File: config.mk
export PLATFORM = sky130hd
export DESIGN_NAME = mmu_top
export DESIGN_NICKNAME = d
export VERILOG_FILES = /design/src/design/mmu_sv39_pkg.sv /design/src/design/tl_bus_pkg.sv /design/src/design/pte_check.sv /design/src/design/page_walker.sv /design/src/design/bus_bypass.sv /design/src/design/mmu_top.sv
export SDC_FILE = /design/constraint.sdc
export NUM_CORES = 1
export LEC_CHECK = 0
export ABC_AREA = 0
export BUFFER_PORTS_ARGS = -buffer_cell sky130_fd_sc_hd__buf_2
export CAP_MARGIN = 20
export CORE_AREA = 2 2 282 284
export CTS_BUF_LIST = sky130_fd_sc_hd__clkbuf_16
export DETAILED_ROUTE_END_ITERATION = 8
export DIE_AREA = 0 0 284 286
export PLACE_DENSITY = 0.49
export SETUP_SLACK_MARGIN = 0.4
export SKIP_CTS_REPAIR_TIMING = 1
export SLEW_MARGIN = 20
export SYNTH_ARGS = -nofsm -noshare
export SYNTH_HDL_FRONTEND = slang
export SYNTH_SLANG_ARGS = --single-unit
export TNS_END_PERCENT = 1
File: constraint.sdc
create_clock -name clk -period 5.3 [get_ports clk]
set_input_delay 0.265 -clock clk [delete_from_list [all_inputs] [get_ports clk]]
set_output_delay 0.265 -clock clk [all_outputs]
set_load 0.05 [all_outputs]
File: src/design/mmu_sv39_pkg.sv
package mmu_sv39_pkg;

    // only the bare and sv39 modes are told apart here.
    localparam logic [3:0] SATP_MODE_BARE = 4'h0;
    localparam logic [1:0] PRIV_S = 2'b01;
    localparam int LEVELS = 3;

    typedef logic [1:0] priv_t;

    typedef struct packed {
        logic [24:0] sign;   // copies of bit 38.
        logic [8:0]  vpn2;
        logic [8:0]  vpn1;
        logic [8:0]  vpn0;
        logic [11:0] offset;
    } va_t;

    typedef struct packed {
        logic [9:0]  reserved;
        logic [43:0] ppn;
        logic [1:0]  rsw;
        logic        d;
        logic        a;
        logic        g;
        logic        u;
        logic        x;
        logic        w;
        logic        r;
        logic        v;
    } pte_t;

    // one response word, raw data for a translated read or a PTE during a walk.
    typedef union packed {
        logic [63:0] data;
        pte_t        pte;
    } pte_word_u;

    typedef struct packed {
        logic [3:0]  mode;
        logic [15:0] asid;
        logic [43:0] ppn;
    } satp_t;

    typedef struct packed {
        logic [26:0] vpn;
        logic [43:0] ppn;
    } tlb_entry_t;

    typedef enum logic [1:0] {PTE_POINTER, PTE_LEAF, PTE_FAULT} pte_kind_e;

endpackage

File: src/design/tl_bus_pkg.sv
package tl_bus_pkg;

    // channel A opcode for a read.
    localparam logic [2:0] TL_GET = 3'd4;

    // size is log2 of the byte count, so 3 means eight bytes.
    localparam logic [2:0] WORD_SIZE = 3'd3;

    typedef struct packed {
        logic [2:0]  opcode;
        logic [2:0]  size;
        logic [3:0]  source;
        logic [63:0] address;
        logic [7:0]  mask;
        logic [63:0] data;
    } tl_a_t;

    // the response channel has no ready, every beat is taken when it arrives.
    typedef struct packed {
        logic [2:0]  opcode;
        logic [2:0]  size;
        logic [3:0]  source;
        logic        denied;
        logic [63:0] data;
    } tl_d_t;

endpackage

File: src/design/pte_check.sv
`timescale 1ns/100ps

module pte_check (
    input  mmu_sv39_pkg::pte_t      pte,
    input  logic [1:0]              level,
    input  mmu_sv39_pkg::va_t       va,
    output mmu_sv39_pkg::pte_kind_e pte_kind,
    output logic [63:0]             next_table_addr,
    output logic [63:0]             leaf_paddr,
    output logic [43:0]             leaf_ppn
);
    import mmu_sv39_pkg::*;

    logic       is_pointer;
    logic       is_leaf;
    logic [8:0] next_index;

    // a valid entry with no permission bits points at the next table.
    assign is_pointer = pte.v & ~(pte.r | pte.w | pte.x);

    // writable without readable is reserved, so it lands in the fault case.
    assign is_leaf = pte.v & (pte.r | (pte.x & ~pte.w));

    always_comb begin
        if (is_leaf) begin
            pte_kind = PTE_LEAF;
        end else if (is_pointer && level != 2'd0) begin
            pte_kind = PTE_POINTER;
        end else begin
            pte_kind = PTE_FAULT;   // includes a pointer found in the last table.
        end
    end

    // the index into the next table comes from the level below this one.
    always_comb begin
        case (level)
            2'd2:    next_index = va.vpn1;
            default: next_index = va.vpn0;
        endcase
    end

    assign next_table_addr = {8'b0, pte.ppn, next_index, 3'b000};

    // superpages fill their low PPN bits from the virtual page number.
    always_comb begin
        case (level)
            2'd2:    leaf_ppn = {pte.ppn[43:18], va.vpn1, va.vpn0};
            2'd1:    leaf_ppn = {pte.ppn[43:9], va.vpn0};
            default: leaf_ppn = pte.ppn;
        endcase
    end

    assign leaf_paddr = {8'b0, leaf_ppn, va.offset};

endmodule

File: src/design/page_walker.sv
`timescale 1ns/100ps

module page_walker #(
    parameter logic [3:0] WALK_SOURCE = 4'hf
) (
    input  logic                     clk,
    input  logic                     rst_n,
    input  mmu_sv39_pkg::satp_t      satp,
    input  mmu_sv39_pkg::priv_t      priv,
    input  tl_bus_pkg::tl_a_t        virt_a,
    input  logic                     virt_a_valid,
    output logic                     virt_a_ready,
    input  logic                     tlb_hit,
    input  logic [43:0]              tlb_ppn,
    output logic [26:0]              tlb_vpn,
    output tl_bus_pkg::tl_a_t        walk_a,
    output logic                     walk_a_valid,
    input  logic                     walk_a_ready,
    input  mmu_sv39_pkg::pte_word_u  pte_word,
    input  logic                     pte_valid,
    output mmu_sv39_pkg::pte_t       pte,
    output logic [1:0]               level,
    input  mmu_sv39_pkg::pte_kind_e  pte_kind,
    input  logic [63:0]              next_table_addr,
    input  logic [63:0]              leaf_paddr,
    input  logic [43:0]              leaf_ppn,
    output logic                     tlb_update,
    output mmu_sv39_pkg::tlb_entry_t tlb_entry,
    output logic                     page_fault,
    output logic [63:0]              tval,
    output logic                     paging
);
    import mmu_sv39_pkg::*;
    import tl_bus_pkg::*;

    localparam logic [1:0] TOP_LEVEL = 2'(LEVELS - 1);

    typedef enum logic [2:0] {
        S_IDLE,
        S_TABLE_READ,
        S_TABLE_CHECK,
        S_XLATE,
        S_FAULT
    } state_e;

    state_e    state;
    tl_a_t     req_q;
    pte_word_u pte_q;
    va_t       va_in;
    logic      start;
    logic      xfer;

    assign paging = (priv == PRIV_S) && (satp.mode != SATP_MODE_BARE);
    assign va_in = virt_a.address;
    assign pte = pte_q.pte;
    assign start = (state == S_IDLE) && paging && virt_a_valid;
    assign xfer = walk_a_valid & walk_a_ready;

    // the TLB is looked up with the live request, later with the saved copy.
    assign tlb_vpn = (state == S_IDLE) ? {va_in.vpn2, va_in.vpn1, va_in.vpn0}
                                       : req_q.address[38:12];

    // with paging off the core sees the physical ready directly.
    assign virt_a_ready = paging ? ((state == S_XLATE) && xfer) : walk_a_ready;

    always_ff @(posedge clk or negedge rst_n) begin
        if (!rst_n) begin
            state <= S_IDLE;
            level <= TOP_LEVEL;
            walk_a_valid <= 1'b0;
            tlb_update <= 1'b0;
            page_fault <= 1'b0;
        end else begin
            tlb_update <= 1'b0;
            page_fault <= 1'b0;
            if (xfer) begin
                walk_a_valid <= 1'b0;
            end
            case (state)
                S_IDLE: begin
                    if (start) begin
                        walk_a_valid <= 1'b1;
                        state <= tlb_hit ? S_XLATE : S_TABLE_READ;
                    end
                end
                S_TABLE_READ: begin
                    if (pte_valid) begin
                        state <= S_TABLE_CHECK;
                    end
                end
                S_TABLE_CHECK: begin
                    case (pte_kind)
                        PTE_POINTER: begin
                            walk_a_valid <= 1'b1;
                            level <= level - 2'd1;
                            state <= S_TABLE_READ;
                        end
                        PTE_LEAF: begin
                            walk_a_valid <= 1'b1;
                            tlb_update <= 1'b1;
                            level <= TOP_LEVEL;
                            state <= S_XLATE;
                        end
                        default: begin
                            page_fault <= 1'b1;
                            level <= TOP_LEVEL;
                            state <= S_FAULT;
                        end
                    endcase
                end
                S_XLATE: begin
                    // the answer itself goes to the core, here it only ends the request.
                    if (pte_valid) begin
                        state <= S_IDLE;
                    end
                end
                S_FAULT: state <= S_IDLE;   // page_fault is high for this one cycle.
                default: state <= S_IDLE;
            endcase
        end
    end

    always_ff @(posedge clk) begin
        if (start) begin
            req_q <= virt_a;
            if (tlb_hit) begin
                walk_a <= virt_a;
                walk_a.address <= {8'b0, tlb_ppn, va_in.offset};
            end else begin
                walk_a <= '{opcode:  TL_GET,
                            size:    WORD_SIZE,
                            source:  WALK_SOURCE,
                            address: {8'b0, satp.ppn, va_in.vpn2, 3'b000},
                            mask:    8'hff,
                            data:    64'b0};
            end
        end
        if (state == S_TABLE_READ && pte_valid) begin
            pte_q <= pte_word;
        end
        if (state == S_TABLE_CHECK) begin
            case (pte_kind)
                PTE_POINTER: walk_a.address <= next_table_addr;
                PTE_LEAF: begin
                    walk_a <= req_q;
                    walk_a.address <= leaf_paddr;
                    tlb_entry <= '{vpn: req_q.address[38:12], ppn: leaf_ppn};
                end
                default: tval <= req_q.address;
            endcase
        end
    end

endmodule

File: src/design/bus_bypass.sv
`timescale 1ns/100ps

module bus_bypass #(
    parameter logic [3:0] WALK_SOURCE = 4'hf
) (
    input  logic                    paging,
    input  tl_bus_pkg::tl_a_t       virt_a,
    input  logic                    virt_a_valid,
    input  tl_bus_pkg::tl_a_t       walk_a,
    input  logic                    walk_a_valid,
    output logic                    walk_a_ready,
    output tl_bus_pkg::tl_a_t       phy_a,
    output logic                    phy_a_valid,
    input  logic                    phy_a_ready,
    input  tl_bus_pkg::tl_d_t       phy_d,
    input  logic                    phy_d_valid,
    output tl_bus_pkg::tl_d_t       virt_d,
    output logic                    virt_d_valid,
    output mmu_sv39_pkg::pte_word_u pte_word,
    output logic                    pte_valid
);

    logic walk_resp;

    // a response tagged with the walker's source is a PTE, never core data.
    assign walk_resp = paging && (phy_d.source == WALK_SOURCE);

    // the walker drives the physical bus whenever translation is active.
    assign phy_a = paging ? walk_a : virt_a;
    assign phy_a_valid = paging ? walk_a_valid : virt_a_valid;
    assign walk_a_ready = phy_a_ready;

    assign virt_d = phy_d;
    assign virt_d_valid = phy_d_valid & ~walk_resp;

    // while paging, the walker sees every response.
    // a PTE during a walk, or the end of the translated read.
    assign pte_word.data = phy_d.data;
    assign pte_valid = phy_d_valid & paging;

endmodule

File: src/design/mmu_top.sv
`timescale 1ns/100ps

module mmu_top #(
    parameter logic [3:0] WALK_SOURCE = 4'hf
) (
    input  logic                     clk,
    input  logic                     rst_n,
    input  mmu_sv39_pkg::priv_t      priv,
    input  mmu_sv39_pkg::satp_t      satp,
    input  tl_bus_pkg::tl_a_t        virt_a,
    input  logic                     virt_a_valid,
    output logic                     virt_a_ready,
    output tl_bus_pkg::tl_d_t        virt_d,
    output logic                     virt_d_valid,
    output tl_bus_pkg::tl_a_t        phy_a,
    output logic                     phy_a_valid,
    input  logic                     phy_a_ready,
    input  tl_bus_pkg::tl_d_t        phy_d,
    input  logic                     phy_d_valid,
    output logic [26:0]              tlb_vpn,
    input  logic                     tlb_hit,
    input  logic [43:0]              tlb_ppn,
    output logic                     tlb_update,
    output mmu_sv39_pkg::tlb_entry_t tlb_entry,
    output logic                     page_fault,
    output logic [63:0]              tval
);
    import mmu_sv39_pkg::*;
    import tl_bus_pkg::*;

    tl_a_t     walk_a;
    logic      walk_a_valid;
    logic      walk_a_ready;
    pte_word_u pte_word;
    logic      pte_valid;
    pte_t      pte;
    logic [1:0] level;
    pte_kind_e pte_kind;
    logic [63:0] next_table_addr;
    logic [63:0] leaf_paddr;
    logic [43:0] leaf_ppn;
    logic      paging;
    va_t       virt_va;

    // the core keeps its request steady until the end, so the live address serves.
    assign virt_va = virt_a.address;

    page_walker #(.WALK_SOURCE(WALK_SOURCE)) u_page_walker (
        .clk(clk), .rst_n(rst_n), .satp(satp), .priv(priv),
        .virt_a(virt_a), .virt_a_valid(virt_a_valid), .virt_a_ready(virt_a_ready),
        .tlb_hit(tlb_hit), .tlb_ppn(tlb_ppn), .tlb_vpn(tlb_vpn),
        .walk_a(walk_a), .walk_a_valid(walk_a_valid), .walk_a_ready(walk_a_ready),
        .pte_word(pte_word), .pte_valid(pte_valid), .pte(pte), .level(level),
        .pte_kind(pte_kind), .next_table_addr(next_table_addr),
        .leaf_paddr(leaf_paddr), .leaf_ppn(leaf_ppn),
        .tlb_update(tlb_update), .tlb_entry(tlb_entry),
        .page_fault(page_fault), .tval(tval), .paging(paging)
    );

    pte_check u_pte_check (
        .pte(pte), .level(level), .va(virt_va), .pte_kind(pte_kind),
        .next_table_addr(next_table_addr), .leaf_paddr(leaf_paddr), .leaf_ppn(leaf_ppn)
    );

    bus_bypass #(.WALK_SOURCE(WALK_SOURCE)) u_bus_bypass (
        .paging(paging), .virt_a(virt_a), .virt_a_valid(virt_a_valid),
        .walk_a(walk_a), .walk_a_valid(walk_a_valid), .walk_a_ready(walk_a_ready),
        .phy_a(phy_a), .phy_a_valid(phy_a_valid), .phy_a_ready(phy_a_ready),
        .phy_d(phy_d), .phy_d_valid(phy_d_valid),
        .virt_d(virt_d), .virt_d_valid(virt_d_valid),
        .pte_word(pte_word), .pte_valid(pte_valid)
    );

endmodule

==> results by group, run 1 <==
Die
  • Die Span X: 284 um
  • Site Rows: 103
  • Initial Util: 0.259
  • IO Count: 725
  • Core area: 0.0784 mm2
  • Die area: 0.0812 mm2
  • Die Span Y: 286 um

Min path
  • Worst min path class: in2reg

STA
  • Worst Skew: 0.0348 ns
  • RSZ-0062 raised after global routing: no
  • Final Hold Viols: 0
  • Worst Tran Pin Value: 1.01 ns
  • Count of final setup violators: 0
  • Pins over their slew limit: 0
  • Final Critical Period: 3.17 ns
  • Tcrit/Tclk final: 0.598
  • Relative slew margins: 0.321
  • Max Clock Freq: 316 MHz
  • Final setup TNS: 0 ns

Finish
  • Share of cells above drive strength 1: 0.392
  • Multi-input gate area: 0.00621 mm2
  • Nets: 2688
  • Final-layout fill cell count: 7750
  • Syn-to-layout area delta: 37.6%
  • Register area: 0.0130 mm2
  • Most common cell after layout, fill and taps aside: buf_2
  • Cell area after layout: 0.0279 mm2
  • Most frequent cells in the layout: 661 x buf_2, 329 x edfxtp_1, 200 x dlygate4sd3_1

Setup path
  • Slowest Stage Delay on Critical Path: 0.83 ns
  • Worst-path maximum fanout: 73
  • Worst-path cell chain: nor2b_2 -> o211ai_1 -> inv_6 -> buf_4 -> a31oi_1 -> a21oi_1
  • Bufs and invs on worst path: 2
  • Worst Setup Path Type: reg2reg
  • CP required: 5.81 ns
  • Worst Setup Start Kind: flip-flop
  • Crit path DAT: 3.68 ns
  • Cell family with most CP delay: buffers and inverters
  • Crit. End Element: flip-flop
  • Slowest-stage cell, CP: nor2b_2

Route
  • Iter 0 DRT Violations: 972
  • Routed via count: 16000
  • DRT antenna net count: 0
  • DR vias/cell: 4.63
  • Wire per inst: 20.6 um
  • Post-Route WL: 70900 um
  • DRT Pass-1 Iters: 5
  • DRC Markers: 0

Power
  • Leak Pwr: 10.8 nW
  • P_sw: 4.83 mW
  • Peak supply drop: 0.318 mV
  • Int Power: 8.24 mW
  • PD cells: 469 mW/mm2
  • Clock power share: 0.275
  • Comb pwr share: 0.326
  • Switching Share: 0.370
  • Flop pwr share: 0.399

CTS
  • Clock Tree Root: clkbuf_16
  • Clk_lat worst skew: 0.60 ns
  • H-Tree Depth: 2
  • Reg clk slew, reported paths: 0.06 ns
  • TritonCTS clock tree: done
  • Num Clock Sinks: 483
  • Clk buf depth: 3
  • TritonCTS Buffers: 54

Global routing
  • Vias in the first global route: 15100
  • Global route overflow: 0
  • First-pass GRT wire length: 99900 um
  • Largest net degree at the start of global routing: 112
  • GRT Overall Usage: 0.162
  • Initial antenna violation count: 9

Synthesis
  • Flops & latches, synth: 483
  • Post-Syn Area: 0.0203 mm2
  • Gate Count Post-Synth: 1602
  • Register area share after synthesis: 0.642
  • Avg Synthesized Cell Area: 12.7 um2
  • Synth warn: 0
  • Distinct cells, synth: 49
  • Syn Nets: 1942

Run status
  • Outcome: complete, no violations

Placed design
  • Dpl hpwl: 47500 um
  • # port buffers: 662
  • Area post-placement: 0.0242 mm2
  • Final RePlAce weighted congestion: 0.870

Run
  • Max_cap viols: 0
-- flip-flops by register name (all words and copies together), names as in the netlist --
name,count
u_page_walker.req_q,146
u_page_walker.walk_a,146
u_page_walker.tlb_entry,71
u_page_walker.tval,64
u_page_walker.pte,48
u_page_walker.state,3
u_page_walker.level,2
u_page_walker.page_fault,1
u_page_walker.tlb_update,1
u_page_walker.walk_a_valid,1
-- cell type report --
type | instances | share of cell area
Sequential cell | 483 | 0.466
Multi-Input combinational cell | 909 | 0.223
Timing Repair Buffer | 883 | 0.200
Clock buffer | 55 | 0.0494
Tap cell | 1050 | 0.0471
Clock inverter | 47 | 0.0115
Inverter | 17 | 0.00274
Antenna cell | 2 | 0.000179
-- per-stage QoR --
stage / instances / setup WS (ns) / hold WS, ns / utilization / power, mW
after floorplan: 1602 / 0.777 / -0.0306 / - / 8.35
after global placement: 3142 / 2.28 / 0.144 / 0.309 / 9.37
after detailed placement: 3142 / 2.21 / 0.148 / 0.309 / 9.43
after CTS: 3244 / 2.14 / -0.525 / 0.330 / 13.1
after global routing: 3444 / 1.95 / 0.000935 / 0.356 / 13.7
final: 3446 / 2.13 / 0.00753 / 0.356 / 13.1
-- cells by family (layout without fill, tap and decap cells) --
family | after synthesis | after routing | share of synthesized area
buffers and inverters | 210 | 1002 | 0.0542
other | 0 | 2 | 0
and+or+nand+nor | 390 | 390 | 0.0895
muxes | 165 | 165 | 0.0917
AOI/OAI and AO/OA | 350 | 350 | 0.121
xor gates and xnor gates | 1 | 1 | 0.000432
adders and majority gates | 3 | 3 | 0.00185
DFF | 483 | 483 | 0.642
-- per-layer routing --
layer	share of wire	up-vias	routed length, um	GRT usage
li1	-	7408	-	-
met1	0.39	7796	28000	0.191
met2	0.49	631	35000	0.275
met5	0.00076	-	54	0
met3	0.078	114	5530	0.0502
met4	0.033	8	2330	0.0614
-- cell usage after synthesis (all sizes together) --
master   number  share of area
a211oi       62          0.023
a21o          1        0.00037
a21oi        68          0.017
a22o         21         0.0091
a22oi         9         0.0033
a31oi        68          0.021
and2         11         0.0034
and3          9         0.0028
buf         101          0.034
clkbuf       92          0.017
clkinv        1        0.00019
dfrtp         7         0.0086
dfstp         1         0.0013
dfxtp       146           0.14
edfxtp      329           0.49
ha            3         0.0019
inv          16         0.0030
mux2        165          0.092
nand2       127          0.024
nand2b        5         0.0015
nand3        15         0.0040
nand4         1        0.00031
nor2        140          0.026
nor2b        56          0.017
nor3          3        0.00099
nor3b        17         0.0065
nor4          3         0.0020
nor4b         1        0.00043
o2111a        9         0.0050
o2111ai       9         0.0039
o211a         9         0.0044
o211ai        2        0.00074
o21a          1        0.00037
o21ai        21         0.0052
o21bai        1        0.00037
o31a          1        0.00043
o31ai        41          0.015
o32ai        27          0.012
or3b          1        0.00043
or4           1        0.00037
xor2          1        0.00043
-- power groups by stage --
| stage | clock network (mW) | logic, mW | registers [mW] |
|---|---|---|---|
| detailed placement | 0 | 4.16 | 5.28 |
| global route | 3.86 | 4.53 | 5.29 |
| floorplan | 0 | 2.86 | 5.49 |
| finish | 3.60 | 4.25 | 5.22 |
| global placement | 0 | 4.11 | 5.25 |
| CTS | 3.70 | 4.17 | 5.21 |
-- tightest hold or removal path, stage by stage --
cell and delay, ns:
buf_2 0.08, a211oi_1 0.06, o31ai_1 0.17
-- worst paths after layout --
| kind | startpoint | endpoint | slack [ns] | cells past startpoint |
|---|---|---|---|---|
| hold / removal | tlb_ppn[21] | u_page_walker.walk_a[105] | 0.008 | 3 |
| setup / recovery | u_page_walker.pte[2] | u_page_walker.walk_a[13] | 2.13 | 6 |
| min in group asynchronous | rst_n | u_page_walker.walk_a_valid | 0.06 | 2 |
| setup reg to reg | u_page_walker.pte[2] | u_page_walker.walk_a[13] | 2.13 | 6 |
| max in group asynchronous | rst_n | u_page_walker.level[1] | 4.97 | 2 |
| hold reg to reg | u_page_walker.req_q[119] | u_page_walker.tval[47] | 0.40 | 0 |
Note: power is estimated with default switching activity, not from simulation.
==> run 2: changes to the inputs <==
--- a/config.mk
+++ b/config.mk
@@ -8,11 +8,11 @@
 export ABC_AREA = 0
 export BUFFER_PORTS_ARGS = -buffer_cell sky130_fd_sc_hd__buf_2
 export CAP_MARGIN = 20
-export CORE_AREA = 2 2 282 284
+export CORE_AREA = 2 2 280 282
 export CTS_BUF_LIST = sky130_fd_sc_hd__clkbuf_16
 export DETAILED_ROUTE_END_ITERATION = 8
-export DIE_AREA = 0 0 284 286
-export PLACE_DENSITY = 0.49
+export DIE_AREA = 0 0 282 284
+export PLACE_DENSITY = 0.51
 export SETUP_SLACK_MARGIN = 0.4
 export SKIP_CTS_REPAIR_TIMING = 1
 export SLEW_MARGIN = 20
==> constraint.sdc (replaced) <==
create_clock -name clk -period 2.9 [get_ports clk]
set_input_delay 0.145 -clock clk [delete_from_list [all_inputs] [get_ports clk]]
set_output_delay 0.145 -clock clk [all_outputs]
set_load 0.05 [all_outputs]
==> results by group, run 2 (synthesized netlist as in run 1, its figures left out) <==
Finish
  • Regs by FF count: u_page_walker.req_q: 146 flops, u_page_walker.walk_a: 146 flops, u_page_walker.tlb_entry: 71 flops
  • Share of cells above drive strength 1: 0.396
  • Most common cell after layout, fill and taps aside: buf_2
  • Most frequent cells in the layout: 661 x buf_2, 329 x edfxtp_1, 233 x dlygate4sd3_1
  • Syn-to-layout area delta: 41.2%
  • Fin util: 0.372
  • Nets: 2760

Global routing
  • Largest net degree at the start of global routing: 95
  • Initial antenna violation count: 7
  • Global route overflow: 0
  • Vias in the first global route: 15200
  • First-pass GRT wire length: 98000 um
  • GRT Overall Usage: 0.162

Power
  • Switching Share: 0.365
  • P_sw: 8.80 mW
  • Clock power share: 0.272
  • Flop pwr share: 0.395
  • Tot Pwr: 24.1 mW
  • Int Power: 15.3 mW
  • Leak Pwr: 11.2 nW
  • Comb pwr share: 0.332
  • PD cells: 842 mW/mm2
  • Peak supply drop: 0.492 mV

Placed design
  • Place WS: 0.472 ns
  • Final RePlAce weighted congestion: 0.850
  • Dpl hpwl: 49300 um
  • # port buffers: 662

Die
  • Die Span X: 282 um
  • Core area: 0.0770 mm2
  • Initial Util: 0.263
  • Die Span Y: 284 um
  • IO Count: 725
  • Die area: 0.0801 mm2
  • Site Rows: 102

Route
  • DRC Markers: 0
  • Iter 0 DRT Violations: 949
  • DR vias/cell: 4.66
  • DRT Pass-1 Iters: 5
  • Post-Route WL: 70600 um
  • Routed via count: 16300
  • Wire per inst: 20.1 um
  • DRT antenna net count: 0

STA
  • Worst Tran Pin Value: 0.961 ns
  • RSZ-0062 raised after global routing: yes
  • Hold slack: -0.0585 ns
  • Setup ws final: 0.406 ns
  • Relative slew margins: 0.359
  • Final Hold Viols: 7
  • Final Critical Period: 2.49 ns
  • Pins over their slew limit: 0
  • Worst Skew: 0.0168 ns
  • Count of final setup violators: 0
  • Final setup TNS: 0 ns
  • Tcrit/Tclk final: 0.860
  • Max Clock Freq: 401 MHz

CTS
  • Clk_lat worst skew: 0.59 ns
  • H-Tree Depth: 2
  • Reg clk slew, reported paths: 0.06 ns
  • TritonCTS clock tree: done
  • Clk buf depth: 3
  • Clock Tree Root: clkbuf_16
  • Num Clock Sinks: 483
  • TritonCTS Buffers: 53

Setup path
  • Crit path DAT: 2.95 ns
  • Worst Setup Start Kind: flip-flop
  • Crit. End Element: flip-flop
  • Worst Setup Path Type: reg2reg
  • Worst-path maximum fanout: 46
  • CP required: 3.35 ns

Run status
  • Failing checks: negative hold slack
  • Outcome: finished, violations left

Run
  • Max_cap viols: 0

Min path
  • Worst min path class: in2reg
[run 2: worst paths after layout]
kind                                    startpoint                         to  slack [ns]  cells past startpoint
setup / recovery            u_page_walker.state[1]  u_page_walker.walk_a[116]        0.41                      6
hold / removal                         tlb_ppn[21]  u_page_walker.walk_a[105]       -0.06                      3
setup reg to reg            u_page_walker.state[1]  u_page_walker.walk_a[116]        0.41                      6
hold reg to reg            u_page_walker.req_q[72]      u_page_walker.tval[0]        0.41                      0
max in group asynchronous                    rst_n     u_page_walker.level[0]        1.87                      3
min in group asynchronous                    rst_n     u_page_walker.level[1]        0.11                      2
[run 2: area by class of cell]
cell class,instances,area (um2)
well taps,1040,1300
diodes,1,2.50
repair buffers,956,6330
clock buffers,53,1330
multi-input cells,909,6220
inverters,17,76.3
clock inverters,46,348
flip-flops and latches,483,13000
fillers,7582,48300
[run 2: layer usage]
layer / vias to the layer above / track usage / share of wire
met4: 4 / 0.0602 / 0.036
li1: 7552 / - / -
met5: - / 0 / 0.00033
met1: 7906 / 0.191 / 0.40
met2: 714 / 0.283 / 0.50
met3: 149 / 0.0384 / 0.070
[run 2: power groups by stage]
stage	sequential (mW)	clock (mW)	combinational, mW
after global placement	9.60	0	7.66
final	9.53	6.55	8.01
after floorplan	10.0	0	5.27
after global routing	9.66	7.00	8.52
after detailed placement	9.63	0	7.75
after CTS	9.51	6.77	7.78
[run 2: worst max-delay path, stage by stage (launching register included)]
cell and delay [ns]:
dfrtp_1 0.36, buf_4 0.17, nor4b_1 0.53, nand3_4 0.19, buf_4 0.31, a211oi_1 0.58, o31ai_1 0.11
[run 2: stage by stage]
stage,cell area [um2],cells
after floorplan,20300,1602
after global placement,24600,3170
after detailed placement,24600,3170
after CTS,26300,3269
after global routing,28600,3504
final,28600,3505
==> run 3: changes to the inputs <==
--- a/config.mk
+++ b/config.mk
@@ -12,7 +12,7 @@
 export CTS_BUF_LIST = sky130_fd_sc_hd__clkbuf_16
 export DETAILED_ROUTE_END_ITERATION = 8
 export DIE_AREA = 0 0 282 284
-export PLACE_DENSITY = 0.51
+export PLACE_DENSITY_LB_ADDON = 0.15
 export SETUP_SLACK_MARGIN = 0.4
 export SKIP_CTS_REPAIR_TIMING = 1
 export SLEW_MARGIN = 20
==> results by group, run 3 (synthesized netlist as in run 1, its figures left out) <==
Run status
  • Outcome: finished, violations left
  • Failing checks: negative hold slack

Die
  • Initial Util: 0.263
  • Die area: 0.0801 mm2
  • Site Rows: 102
  • Die Span Y: 284 um
  • Core area: 0.0770 mm2
  • IO Count: 725
  • Die Span X: 282 um

CTS
  • TritonCTS clock tree: done
  • Clk buf depth: 3
  • TritonCTS Buffers: 54
  • Clk_lat worst skew: 0.60 ns
  • Clock Tree Root: clkbuf_16
  • Num Clock Sinks: 483
  • H-Tree Depth: 2
  • Reg clk slew, reported paths: 0.06 ns

Placed design
  • Final RePlAce weighted congestion: 0.829
  • Dpl hpwl: 50200 um
  • # port buffers: 662
  • Area post-placement: 0.0245 mm2

Min path
  • Hold endpoint: u_page_walker.walk_a[105]
  • Worst min path class: in2reg
  • Hold path start: satp[21]
  • Hold depth: 4

STA
  • Pins over their slew limit: 0
  • Max Clock Freq: 405 MHz
  • Worst Tran Pin Value: 0.971 ns
  • Worst Skew: 0.0326 ns
  • Relative slew margins: 0.351
  • Final Hold Viols: 1
  • Tcrit/Tclk final: 0.851
  • Hold slack: -0.00269 ns
  • Count of final setup violators: 0
  • Final Critical Period: 2.47 ns
  • Final setup TNS: 0 ns
  • RSZ-0062 raised after global routing: yes

Route
  • Wire per inst: 21.2 um
  • DRT Pass-1 Iters: 7
  • Post-Route WL: 74200 um
  • Iter 0 DRT Violations: 890
  • DR vias/cell: 4.59
  • DRC Markers: 0
  • Routed via count: 16100
  • DRT antenna net count: 0

Global routing
  • Global route overflow: 0
  • Initial antenna violation count: 4
  • GRT Overall Usage: 0.172
  • Vias in the first global route: 15100
  • First-pass GRT wire length: 103000 um
  • Largest net degree at the start of global routing: 105

Power
  • Comb pwr share: 0.332
  • Clock power share: 0.276
  • Leak Pwr: 11.2 nW
  • Switching Share: 0.367
  • Peak supply drop: 0.535 mV
  • PD cells: 849 mW/mm2
  • Int Power: 15.4 mW
  • P_sw: 8.92 mW
  • Flop pwr share: 0.392

Finish
  • Share of cells above drive strength 1: 0.391
  • Regs by FF count: u_page_walker.req_q: 146 flops, u_page_walker.walk_a: 146 flops, u_page_walker.tlb_entry: 71 flops
  • Register area: 0.0130 mm2
  • Multi-input gate area: 0.00623 mm2
  • Most common cell after layout, fill and taps aside: buf_2
  • Cell area after layout: 0.0286 mm2
  • Nets: 2758
  • Syn-to-layout area delta: 41.0%
  • Final-layout fill cell count: 7658
  • Most frequent cells in the layout: 661 x buf_2, 329 x edfxtp_1, 240 x dlygate4sd3_1

Run
  • Max_cap viols: 0

Setup path
  • Worst Setup Start Kind: flip-flop
  • Reg2Reg Setup Slack: 0.53 ns
  • Worst-path maximum fanout: 27
  • Worst r2r src: u_page_walker.state[1]
  • Crit. End Element: output port
  • CP startpoint: u_page_walker.state[1]
  • Worst reg2reg path depth: 6
  • Crit path DAT: 2.32 ns
  • Worst Setup Path Type: reg2out
  • FF-to-FF End: u_page_walker.state[1]
  • CP required: 2.76 ns
[run 3: cell types whose count changed in the layout (fill, tap and decap cells not counted), sizes merged]
cell | previous run | this run
buf | 723 | 713
clkbuf | 53 | 55
clkinv | 25 | 22
clkinvlp | 0 | 2
diode | 1 | 2
dlygate4sd3 | 233 | 240
inv | 33 | 34
[run 3: final cells by class]
cell class                      instances  share of cell area
Antenna cell                            2            0.000175
Inverter                               17             0.00267
Timing Repair Buffer                  953               0.219
Tap cell                             1040              0.0455
Multi-Input combinational cell        909               0.218
Clock buffer                           55              0.0482
Sequential cell                       483               0.455
Clock inverter                         46              0.0113
[run 3: metrics by stage]
step | util | instances | power (mW) | setup WS [ns]
6_report | 0.371 | 3505 | 24.3 | 0.432
5_1_grt | 0.371 | 3505 | 25.4 | 0.321
4_1_cts | 0.340 | 3263 | 24.3 | 0.272
3_5_place_dp | 0.318 | 3162 | 17.5 | 0.411
3_3_place_gp | 0.318 | 3162 | 17.4 | 0.411
2_1_floorplan | - | 1602 | 15.3 | 0.0602
[run 3: per-layer routing]
| metal | part of all wire | up-vias | global-route usage |
|---|---|---|---|
| met5 | 0.00043 | - | 0 |
| met4 | 0.023 | 4 | 0.0464 |
| met3 | 0.062 | 100 | 0.0407 |
| met2 | 0.51 | 546 | 0.301 |
| met1 | 0.41 | 7874 | 0.210 |
| li1 | - | 7559 | - |
[run 3: how the worst max path moves through the flow]
stage	slack (ns)	to
floorplan	0.06	u_page_walker.tlb_entry[0]
detailed placement	0.41	u_page_walker.walk_a[94]
global route	0.32	tlb_vpn[23]
global placement	0.41	u_page_walker.walk_a[94]
finish	0.43	tlb_vpn[23]
CTS	0.27	tlb_vpn[23]
[run 3: power by group through the flow]
stage,registers [mW],logic [mW],clock network [mW]
floorplan,10.0,5.27,0
global placement,9.60,7.77,0
detailed placement,9.63,7.84,0
CTS,9.51,7.86,6.93
global route,9.66,8.60,7.16
finish,9.52,8.05,6.69
[run 3: critical path, stage by stage, from the launching register on]
cell,delay (ns)
dfrtp_1,0.50
nor3_4,0.21
buf_6,0.34
mux2_2,0.42
buf_2,0.22
